## src/common/mat_pkg.sv

```systemverilog
`default_nettype none

package mat_pkg;

    // matrix edge length
    localparam int DIM = 4;

    // row or column index
    localparam int IDX_W = $clog2(DIM);

    // element address is {row, col}
    localparam int ADDR_W = 2 * IDX_W;

endpackage

`default_nettype wire

```

## src/common/ctrl_pkg.sv

```systemverilog
`default_nettype none

package ctrl_pkg;

    // exe_ctrl FSM
    // idle, k loop of one row, wait for the shadow copy, wait for the last write-out
    typedef enum logic [1:0] {
        IDLE,
        KLOOP,
        WAIT_UPD,
        DRAIN
    } exe_state_t;

    // target of a host write
    typedef enum logic {
        SEL_A,
        SEL_B
    } op_sel_t;

endpackage

`default_nettype wire

```

## src/hdl/agu.sv

```systemverilog
`default_nettype none

module agu
    import mat_pkg::*;
#(
    parameter int W = IDX_W
) (
    input  logic         clk,
    input  logic         rst,
    input  logic         start,
    input  logic         en,
    output logic [W-1:0] data,
    output logic         last
);

    localparam logic [W-1:0] FINAL = W'(DIM - 1);

    // high between start and the final count
    logic armed;

    assign last = armed && (data == FINAL);

    always_ff @(posedge clk) begin
        if (rst) begin
            armed <= 1'b0;
            data  <= '0;
        end else if (start) begin
            // start wins over a running count
            armed <= 1'b1;
            data  <= '0;
        end else if (en && armed) begin
            if (last) begin
                // final value seen, stop and park at zero
                armed <= 1'b0;
                data  <= '0;
            end else begin
                data <= data + 1'b1;
            end
        end
    end

endmodule

`default_nettype wire

```

## src/ctrl/exe_ctrl.sv

```systemverilog
`default_nettype none

module exe_ctrl
    import mat_pkg::*, ctrl_pkg::*;
(
    input  logic             clk,
    input  logic             rst,
    input  logic             start,
    input  logic             update,
    input  logic             out_fin,
    output logic             busy,
    output logic             done,
    output logic             s_init,
    output logic             k_init,
    output logic             k_fin,
    output logic             mac_en,
    output logic             mac_clr,
    output logic [IDX_W-1:0] row_i,
    output logic [IDX_W-1:0] col_k
);

    exe_state_t       state;
    logic             start_ok;
    logic             k_last;
    logic             row_last;
    // write-outs finished in this run
    logic [IDX_W-1:0] fin_cnt;

    // start only counts when idle
    assign start_ok = start && (state == IDLE);
    assign busy     = (state != IDLE);
    // accumulators cleared together with each row's k_init
    assign mac_clr  = k_init;

    // row counter, steps once per finished k loop
    agu #(.W(IDX_W)) u_row (
        .clk   (clk),
        .rst   (rst),
        .start (s_init),
        .en    (k_fin),
        .data  (row_i),
        .last  (row_last)
    );

    // k counter, free running once loaded
    agu #(.W(IDX_W)) u_k (
        .clk   (clk),
        .rst   (rst),
        .start (k_init),
        .en    (1'b1),
        .data  (col_k),
        .last  (k_last)
    );

    always_ff @(posedge clk) begin
        if (rst) begin
            state   <= IDLE;
            s_init  <= 1'b0;
            k_init  <= 1'b0;
            k_fin   <= 1'b0;
            mac_en  <= 1'b0;
            done    <= 1'b0;
            fin_cnt <= '0;
        end else begin
            s_init <= start_ok;
            // first row right after s_init, later rows after the shadow copy
            k_init <= s_init || ((state == WAIT_UPD) && update);
            k_fin  <= k_last;
            done   <= 1'b0;

            // mac_en covers k = 0..3
            if (k_init) begin
                mac_en <= 1'b1;
            end else if (k_last) begin
                mac_en <= 1'b0;
            end

            // out_fin can arrive in any busy state
            if (start_ok) begin
                fin_cnt <= '0;
            end else if (out_fin) begin
                fin_cnt <= fin_cnt + 1'b1;
            end

            case (state)
                IDLE: begin
                    if (start_ok) begin
                        state <= KLOOP;
                    end
                end
                KLOOP: begin
                    if (k_last) begin
                        state <= row_last ? DRAIN : WAIT_UPD;
                    end
                end
                WAIT_UPD: begin
                    // accumulators are free once update copied them
                    if (update) begin
                        state <= KLOOP;
                    end
                end
                DRAIN: begin
                    // fourth write-out ends the run
                    if (out_fin && (fin_cnt == IDX_W'(DIM - 1))) begin
                        done  <= 1'b1;
                        state <= IDLE;
                    end
                end
                default: state <= IDLE;
            endcase
        end
    end

endmodule

`default_nettype wire

```

## src/ctrl/out_ctrl.sv

```systemverilog
`default_nettype none

module out_ctrl
    import mat_pkg::*;
(
    input  logic              clk,
    input  logic              rst,
    input  logic              s_init,
    input  logic              k_init,
    input  logic              k_fin,
    output logic              out_busy,
    output logic              out_period,
    output logic              out_fin,
    output logic [ADDR_W-1:0] out_addr,
    output logic              update
);

    logic [IDX_W-1:0]  i;
    logic [IDX_W-1:0]  j;
    logic              last_j;
    logic              last_j_next;
    logic              j_period;
    logic              k_fin_retention;
    logic              row_live;
    logic              k_end;
    logic              start_o;
    logic              out_period_pre;
    logic              update_after_start;
    logic [ADDR_W-1:0] out_addr_pre;

    // only a k_fin that closes an opened row counts
    assign k_end = k_fin && row_live;

    // direct start when idle, else handover right after the last column
    assign start_o = (k_end && !out_busy)
                   || (last_j_next && (k_end || k_fin_retention));

    // output row index, loaded per run, steps at each row's last column
    agu #(.W(IDX_W)) u_i (
        .clk   (clk),
        .rst   (rst),
        .start (s_init),
        .en    (last_j),
        .data  (i),
        .last  ()
    );

    // column counter, four cycles after start_o
    agu #(.W(IDX_W)) u_j (
        .clk   (clk),
        .rst   (rst),
        .start (start_o),
        .en    (1'b1),
        .data  (j),
        .last  (last_j)
    );

    always_ff @(posedge clk) begin
        if (rst) begin
            row_live           <= 1'b0;
            j_period           <= 1'b0;
            out_busy           <= 1'b0;
            k_fin_retention    <= 1'b0;
            last_j_next        <= 1'b0;
            out_period_pre     <= 1'b0;
            out_period         <= 1'b0;
            out_fin            <= 1'b0;
            update_after_start <= 1'b0;
            update             <= 1'b0;
        end else begin
            // open from k_init to k_fin of a row
            if (k_init) begin
                row_live <= 1'b1;
            end else if (k_fin) begin
                row_live <= 1'b0;
            end

            // column period, start_o+1 .. last_j
            if (start_o) begin
                j_period <= 1'b1;
            end else if (last_j) begin
                j_period <= 1'b0;
            end

            // write-out running, includes the handover cycle
            if (start_o) begin
                out_busy <= 1'b1;
            end else if (last_j_next) begin
                out_busy <= 1'b0;
            end

            // park a k_fin that hits a running write-out
            if (last_j_next) begin
                k_fin_retention <= 1'b0;
            end else if (k_end && out_busy) begin
                k_fin_retention <= 1'b1;
            end

            last_j_next <= last_j;

            // out_period is j_period two cycles late
            out_period_pre <= j_period;
            out_period     <= out_period_pre;
            // falling edge of out_period
            out_fin        <= out_period && !out_period_pre;

            // shadow copy lands one cycle before out_period
            update_after_start <= start_o;
            update             <= update_after_start;
        end
    end

    // address pipeline, same delay as out_period
    always_ff @(posedge clk) begin
        out_addr_pre <= {i, j};
        out_addr     <= out_addr_pre;
    end

endmodule

`default_nettype wire

```

## src/hdl/mac_row.sv

```systemverilog
`default_nettype none

module mac_row
    import mat_pkg::*;
#(
    parameter int DATA_W = 8,
    parameter int ACC_W  = 18
) (
    input  logic                        clk,
    input  logic                        rst,
    input  logic                        mac_en,
    input  logic                        mac_clr,
    input  logic                        update,
    input  logic [DATA_W-1:0]           a_elem,
    input  logic [DIM-1:0][DATA_W-1:0]  b_row,
    input  logic [IDX_W-1:0]            col,
    output logic [ACC_W-1:0]            c_elem
);

    logic [2*DATA_W-1:0]         prod [DIM];
    logic [DIM-1:0][ACC_W-1:0]   acc;
    // copy handed to the write-out while the next row accumulates
    logic [DIM-1:0][ACC_W-1:0]   shadow;

    // one product per output column
    always_comb begin
        for (int j = 0; j < DIM; j++) begin
            prod[j] = a_elem * b_row[j];
        end
    end

    always_ff @(posedge clk) begin
        if (rst || mac_clr) begin
            acc <= '0;
        end else if (mac_en) begin
            for (int j = 0; j < DIM; j++) begin
                acc[j] <= acc[j] + ACC_W'(prod[j]);
            end
        end
    end

    always_ff @(posedge clk) begin
        if (update) begin
            shadow <= acc;
        end
    end

    assign c_elem = shadow[col];

endmodule

`default_nettype wire

```

## src/hdl/src_buf.sv

```systemverilog
`default_nettype none

module src_buf
    import mat_pkg::*, ctrl_pkg::*;
#(
    parameter int DATA_W = 8
) (
    input  logic                       clk,
    input  logic                       wr_en,
    input  op_sel_t                    wr_sel,
    input  logic [ADDR_W-1:0]          wr_addr,
    input  logic [DATA_W-1:0]          wr_data,
    input  logic [IDX_W-1:0]           row_i,
    input  logic [IDX_W-1:0]           col_k,
    output logic [DATA_W-1:0]          a_elem,
    output logic [DIM-1:0][DATA_W-1:0] b_row
);

    // both stored row-major, index {row, col}
    logic [DATA_W-1:0] a_mem [DIM*DIM];
    logic [DATA_W-1:0] b_mem [DIM*DIM];

    always_ff @(posedge clk) begin
        if (wr_en && (wr_sel == SEL_A)) begin
            a_mem[wr_addr] <= wr_data;
        end
        if (wr_en && (wr_sel == SEL_B)) begin
            b_mem[wr_addr] <= wr_data;
        end
    end

    // A[i][k]
    assign a_elem = a_mem[{row_i, col_k}];

    // whole row k of B
    always_comb begin
        for (int j = 0; j < DIM; j++) begin
            b_row[j] = b_mem[{col_k, IDX_W'(j)}];
        end
    end

endmodule

`default_nettype wire

```

## src/hdl/dst_buf.sv

```systemverilog
`default_nettype none

module dst_buf
    import mat_pkg::*;
#(
    parameter int ACC_W = 18
) (
    input  logic              clk,
    input  logic              rst,
    input  logic              out_period,
    input  logic [ADDR_W-1:0] out_addr,
    input  logic [ACC_W-1:0]  c_elem,
    output logic [IDX_W-1:0]  col,
    input  logic [ADDR_W-1:0] rd_addr,
    output logic [ACC_W-1:0]  rd_data
);

    logic              period_q;
    logic [ADDR_W-1:0] addr_q;
    logic [ACC_W-1:0]  mem [DIM*DIM];

    always_ff @(posedge clk) begin
        if (rst) begin
            period_q <= 1'b0;
        end else begin
            period_q <= out_period;
        end
    end

    always_ff @(posedge clk) begin
        addr_q <= out_addr;
        // c_elem follows col from the staged address
        if (period_q) begin
            mem[addr_q] <= c_elem;
        end
    end

    assign col     = addr_q[IDX_W-1:0];
    assign rd_data = mem[rd_addr];

endmodule

`default_nettype wire

```

## src/hdl/matmul_top.sv

```systemverilog
`default_nettype none

module matmul_top
    import mat_pkg::*, ctrl_pkg::*;
#(
    parameter int DATA_W = 8,
    // wide enough for four full-scale products
    parameter int ACC_W  = 2 * DATA_W + 2
) (
    input  logic              clk,
    input  logic              rst,
    input  logic              wr_en,
    input  op_sel_t           wr_sel,
    input  logic [ADDR_W-1:0] wr_addr,
    input  logic [DATA_W-1:0] wr_data,
    input  logic              start,
    output logic              busy,
    output logic              done,
    input  logic [ADDR_W-1:0] rd_addr,
    output logic [ACC_W-1:0]  rd_data
);

    logic                       s_init;
    logic                       k_init;
    logic                       k_fin;
    logic                       mac_en;
    logic                       mac_clr;
    logic                       update;
    logic                       out_fin;
    logic                       out_period;
    logic [ADDR_W-1:0]          out_addr;
    logic [IDX_W-1:0]           row_i;
    logic [IDX_W-1:0]           col_k;
    logic [IDX_W-1:0]           col;
    logic [DATA_W-1:0]          a_elem;
    logic [DIM-1:0][DATA_W-1:0] b_row;
    logic [ACC_W-1:0]           c_elem;

    exe_ctrl u_exe_ctrl (
        .clk     (clk),
        .rst     (rst),
        .start   (start),
        .update  (update),
        .out_fin (out_fin),
        .busy    (busy),
        .done    (done),
        .s_init  (s_init),
        .k_init  (k_init),
        .k_fin   (k_fin),
        .mac_en  (mac_en),
        .mac_clr (mac_clr),
        .row_i   (row_i),
        .col_k   (col_k)
    );

    // out_busy only steers out_ctrl itself
    out_ctrl u_out_ctrl (
        .clk        (clk),
        .rst        (rst),
        .s_init     (s_init),
        .k_init     (k_init),
        .k_fin      (k_fin),
        .out_busy   (),
        .out_period (out_period),
        .out_fin    (out_fin),
        .out_addr   (out_addr),
        .update     (update)
    );

    src_buf #(.DATA_W(DATA_W)) u_src_buf (
        .clk     (clk),
        .wr_en   (wr_en),
        .wr_sel  (wr_sel),
        .wr_addr (wr_addr),
        .wr_data (wr_data),
        .row_i   (row_i),
        .col_k   (col_k),
        .a_elem  (a_elem),
        .b_row   (b_row)
    );

    mac_row #(.DATA_W(DATA_W), .ACC_W(ACC_W)) u_mac_row (
        .clk     (clk),
        .rst     (rst),
        .mac_en  (mac_en),
        .mac_clr (mac_clr),
        .update  (update),
        .a_elem  (a_elem),
        .b_row   (b_row),
        .col     (col),
        .c_elem  (c_elem)
    );

    dst_buf #(.ACC_W(ACC_W)) u_dst_buf (
        .clk        (clk),
        .rst        (rst),
        .out_period (out_period),
        .out_addr   (out_addr),
        .c_elem     (c_elem),
        .col        (col),
        .rd_addr    (rd_addr),
        .rd_data    (rd_data)
    );

endmodule

`default_nettype wire

```

## config.mk

```make
export PLATFORM = sky130hd
export DESIGN_NAME = matmul_top
export DESIGN_NICKNAME = d
export VERILOG_FILES = /design/src/common/mat_pkg.sv /design/src/common/ctrl_pkg.sv /design/src/hdl/agu.sv /design/src/ctrl/exe_ctrl.sv /design/src/ctrl/out_ctrl.sv /design/src/hdl/mac_row.sv /design/src/hdl/src_buf.sv /design/src/hdl/dst_buf.sv /design/src/hdl/matmul_top.sv
export SDC_FILE = /design/constraint.sdc
export NUM_CORES = 1
export LEC_CHECK = 0
export BUFFER_PORTS_ARGS = -buffer_cell sky130_fd_sc_hd__buf_4
export CELL_PAD_IN_SITES_DETAIL_PLACEMENT = 0
export CELL_PAD_IN_SITES_GLOBAL_PLACEMENT = 1
export CORE_UTILIZATION = 50
export DETAILED_ROUTE_END_ITERATION = 6
export MAX_ROUTING_LAYER = met4
export PLACE_DENSITY_LB_ADDON = 0.05
export SYNTH_ARGS = -nofsm -noshare
export SYNTH_HDL_FRONTEND = slang
export SYNTH_SLANG_ARGS = --single-unit
```

## constraint.sdc

```tcl
create_clock -name clk -period 8 [get_ports clk]
set_input_delay 0.4 -clock clk [delete_from_list [all_inputs] [get_ports clk]]
set_output_delay 0.4 -clock clk [all_outputs]
set_load 0.02 [all_outputs]
```

==> flow_summary.toml <==
[grt]
antenna_found_initial = 1
grt_pass1_wl_mm = 141
grt_pass1_vias = 22600
grt_max_degree = 73
globalRoute.totalOverflow = 0
grt_util_all_layers = 0.255

[timing]
slew_headroom = 0.164
post-route-min-period_ns = 6.70
clock_skew_ns = 0.0393
setup_ws_ns = 1.30
setup-tns-final_ns = 0
worstMarginPinSlew_ns = 1.25
finalSetupViolations = 0
rsz0062_at_grt = "no"
period_share = 0.838
hold_violations = 0
max_freq_mhz = 149
final_max_slew_viol_count = 0

[floorplanning]
start_util = 0.505
die_h_um = 279
coreArea_um2 = 75800
die-area_um2 = 77700
die_w_um = 279
io-pin-count = 41
rows = 101

[yosys]
synth_cell_types = 71
synth_nets = 3173
yosysSeqAreaShare = 0.545
ys_seq_elements = 734
ys.flop_type = "edfxtp_1"
syn-cell-area_um2 = 38300
avgSynthCellArea_um2 = 13.7
synthCells = 2787
synth_edf_count = 616
ys_async_sr_fraction = 0
synth-warning-count = 0

[critical_path]
crit_path_max_incr_delay_ns = 0.79
required_ns = 8.55
crit_start = "u_exe_ctrl.u_k.data[0]"
start_kind = "flip-flop"
cp_cell_sequence = "mux4_1 -> mux2_2 -> o21ai_1 -> buf_4 -> nor2_1 -> fa_1 -> fa_1 -> fa_1 -> inv_1 -> fa_1 -> inv_1 -> ha_1 -> a21oi_1 -> o21ai_1 -> or4_1 -> o221ai_1 -> mux2i_1 -> mux2i_1"
cpLargestDelayFamily = "adder cells"
worst-setup-path-type = "reg2reg"
critical_path.max_fanout = 15
crit_arrival_ns = 7.25
path_buf_inv = 3
cp-end-kind = "flip-flop"
slowest_stage = "o21ai_1"
r2r_start = "u_exe_ctrl.u_k.data[0]"
cp_common_cell = "fa_1"

[power_and_ir_drop]
max-vdd-ir-drop_v = 0.000194
p_per_area_nw_per_um2 = 242
p_leak_nw = 16.2

[status]
status = "finished, final reports clean"

[routing]
first_pass_iters = 5
routedWlPerCell_um = 24.1
first_iter_violations = 1780
routed-wl-met2_mm = 42.9
dr_wl_met3_mm = 5.31
routed.top_layer = "met4"
ant_nets = 0
post-route-drc-count = 0
wl_met1_mm = 43.3
viasPerCell = 5.64
num_vias = 21900
drt_wl_total_mm = 93.8

[clocking]
ctsResizeCount = 0
cts_tree = "built"
cts_setup_buffers = 0
numCtsBuffers = 80
clockBufferDepth = 3
cts-hold-fix-buffers = 0
cts_max_level = 3
cts_root_buf = "clkbuf_16"
clk_latency_ns = 0.64
clkTransAtPathRegs_ns = 0.06
cts_sinks = 734

[placement]
io_buffers = 40
place_congestion = 0.894
dp_hpwl_mm = 65.0
pre_cts_ws_ns = 1.27

[final_layout]
final_cell_mix = "616 x edfxtp_1, 398 x inv_1, 250 x nor2_1, 200 x fa_1, 174 x nand2_1"
final_nets = 3229
diodes = 0
drive_above_1_share = 0.146
final_common_cell = "edfxtp_1"
final_util = 0.560
area_delta_synth_final_pct = 10.8

[worst_hold_path]
hold_class = "in2reg"
hp-start = "start"

[job]
cap_viol_max_count = 0
-- through the flow --
stage               instances  area, um2  total power, mW  hold slack, ns
floorplan                2787      38300             5.93           0.310
global placement         3739      39700             6.48           0.316
detailed placement       3739      39700             6.51           0.314
CTS                      3884      42400             10.3          0.0603
global route             3884      42400             10.8          0.0795
finish                   3884      42400             10.3          0.0934
-- registers in the layout, summed over array words and instances, names as in the netlist, 2 cells and up, named ones only --
name,count
u_mac_row.shadow,72
u_mac_row.acc,72
u_out_ctrl.out_addr,4
u_exe_ctrl.state,2
u_exe_ctrl.u_k.data,2
u_dst_buf.mem,288
u_exe_ctrl.u_row.data,2
u_src_buf.b_mem,128
u_out_ctrl.out_addr_pre,4
u_dst_buf.addr_q,4
u_exe_ctrl.fin_cnt,2
u_src_buf.a_mem,128
u_out_ctrl.u_i.data,2
u_out_ctrl.u_j.data,2
-- routing by layer --
layer | global-route usage | vias to the layer above
met4 | 0.0685 | 0
li1 | - | 9976
met5 | - | -
met2 | 0.386 | 641
met1 | 0.360 | 11200
met3 | 0.0407 | 124
-- synth_stat cells (31+ instances only) --
cell type | number | area share
mux4_2 | 133 | 0.078
nand3_1 | 38 | 0.0050
mux2_2 | 31 | 0.0091
nor2_1 | 263 | 0.026
clkbuf_1 | 61 | 0.0060
nor3_1 | 31 | 0.0041
fa_1 | 200 | 0.10
mux2i_1 | 71 | 0.019
edfxtp_1 | 616 | 0.48
ha_1 | 165 | 0.054
nand2_1 | 174 | 0.017
inv_1 | 398 | 0.039
o21ai_0 | 52 | 0.0068
dfxtp_1 | 118 | 0.062
a21oi_1 | 59 | 0.0077
-- final cells by class --
type,instances,area (um2)
Fill cell,6099,33400
Multi-Input combinational cell,1539,15400
Timing Repair Buffer,89,668
Clock buffer,97,2150
Inverter,399,1500
Clock inverter,48,606
Tap cell,978,1220
Sequential cell,734,20900
-- cell families after synthesis --
family | share of synthesized area
AOI/OAI and AO/OA | 0.0473
and+or+nand+nor | 0.0728
adders and majority gates | 0.158
buffers and inverters | 0.0542
muxes | 0.118
xor gates and xnor gates | 0.00412
DFF | 0.545
-- worst register-to-register path: stages, from the launching register on --
cell,delay [ns]
dfxtp_2,0.65
mux4_1,0.61
mux2_2,0.30
o21ai_1,0.79
buf_4,0.34
nor2_1,0.09
fa_1,0.43
fa_1,0.44
fa_1,0.53
inv_1,0.05
fa_1,0.48
inv_1,0.05
ha_1,0.37
a21oi_1,0.22
o21ai_1,0.13
or4_1,0.49
o221ai_1,0.23
mux2i_1,0.25
mux2i_1,0.19
-- power breakdown --
group | internal [mW] | total, mW | switching [mW]
Sequential | 4.16 | 4.21 | 0.0473
Clock | 2.26 | 3.81 | 1.55
Combinational | 0.900 | 2.24 | 1.34
Total | 7.32 | 10.3 | 2.95
-- worst paths after layout --
path / to / slack [ns] / cells after the start
worst min-delay path: u_exe_ctrl.s_init / 0.09 / 3
worst min register to register: u_out_ctrl.out_addr[3] / 0.32 / 0
worst max register to register: u_mac_row.acc[71] / 1.30 / 18
worst max-delay path: u_mac_row.acc[71] / 1.30 / 18
(Power assumes the default switching activity.)
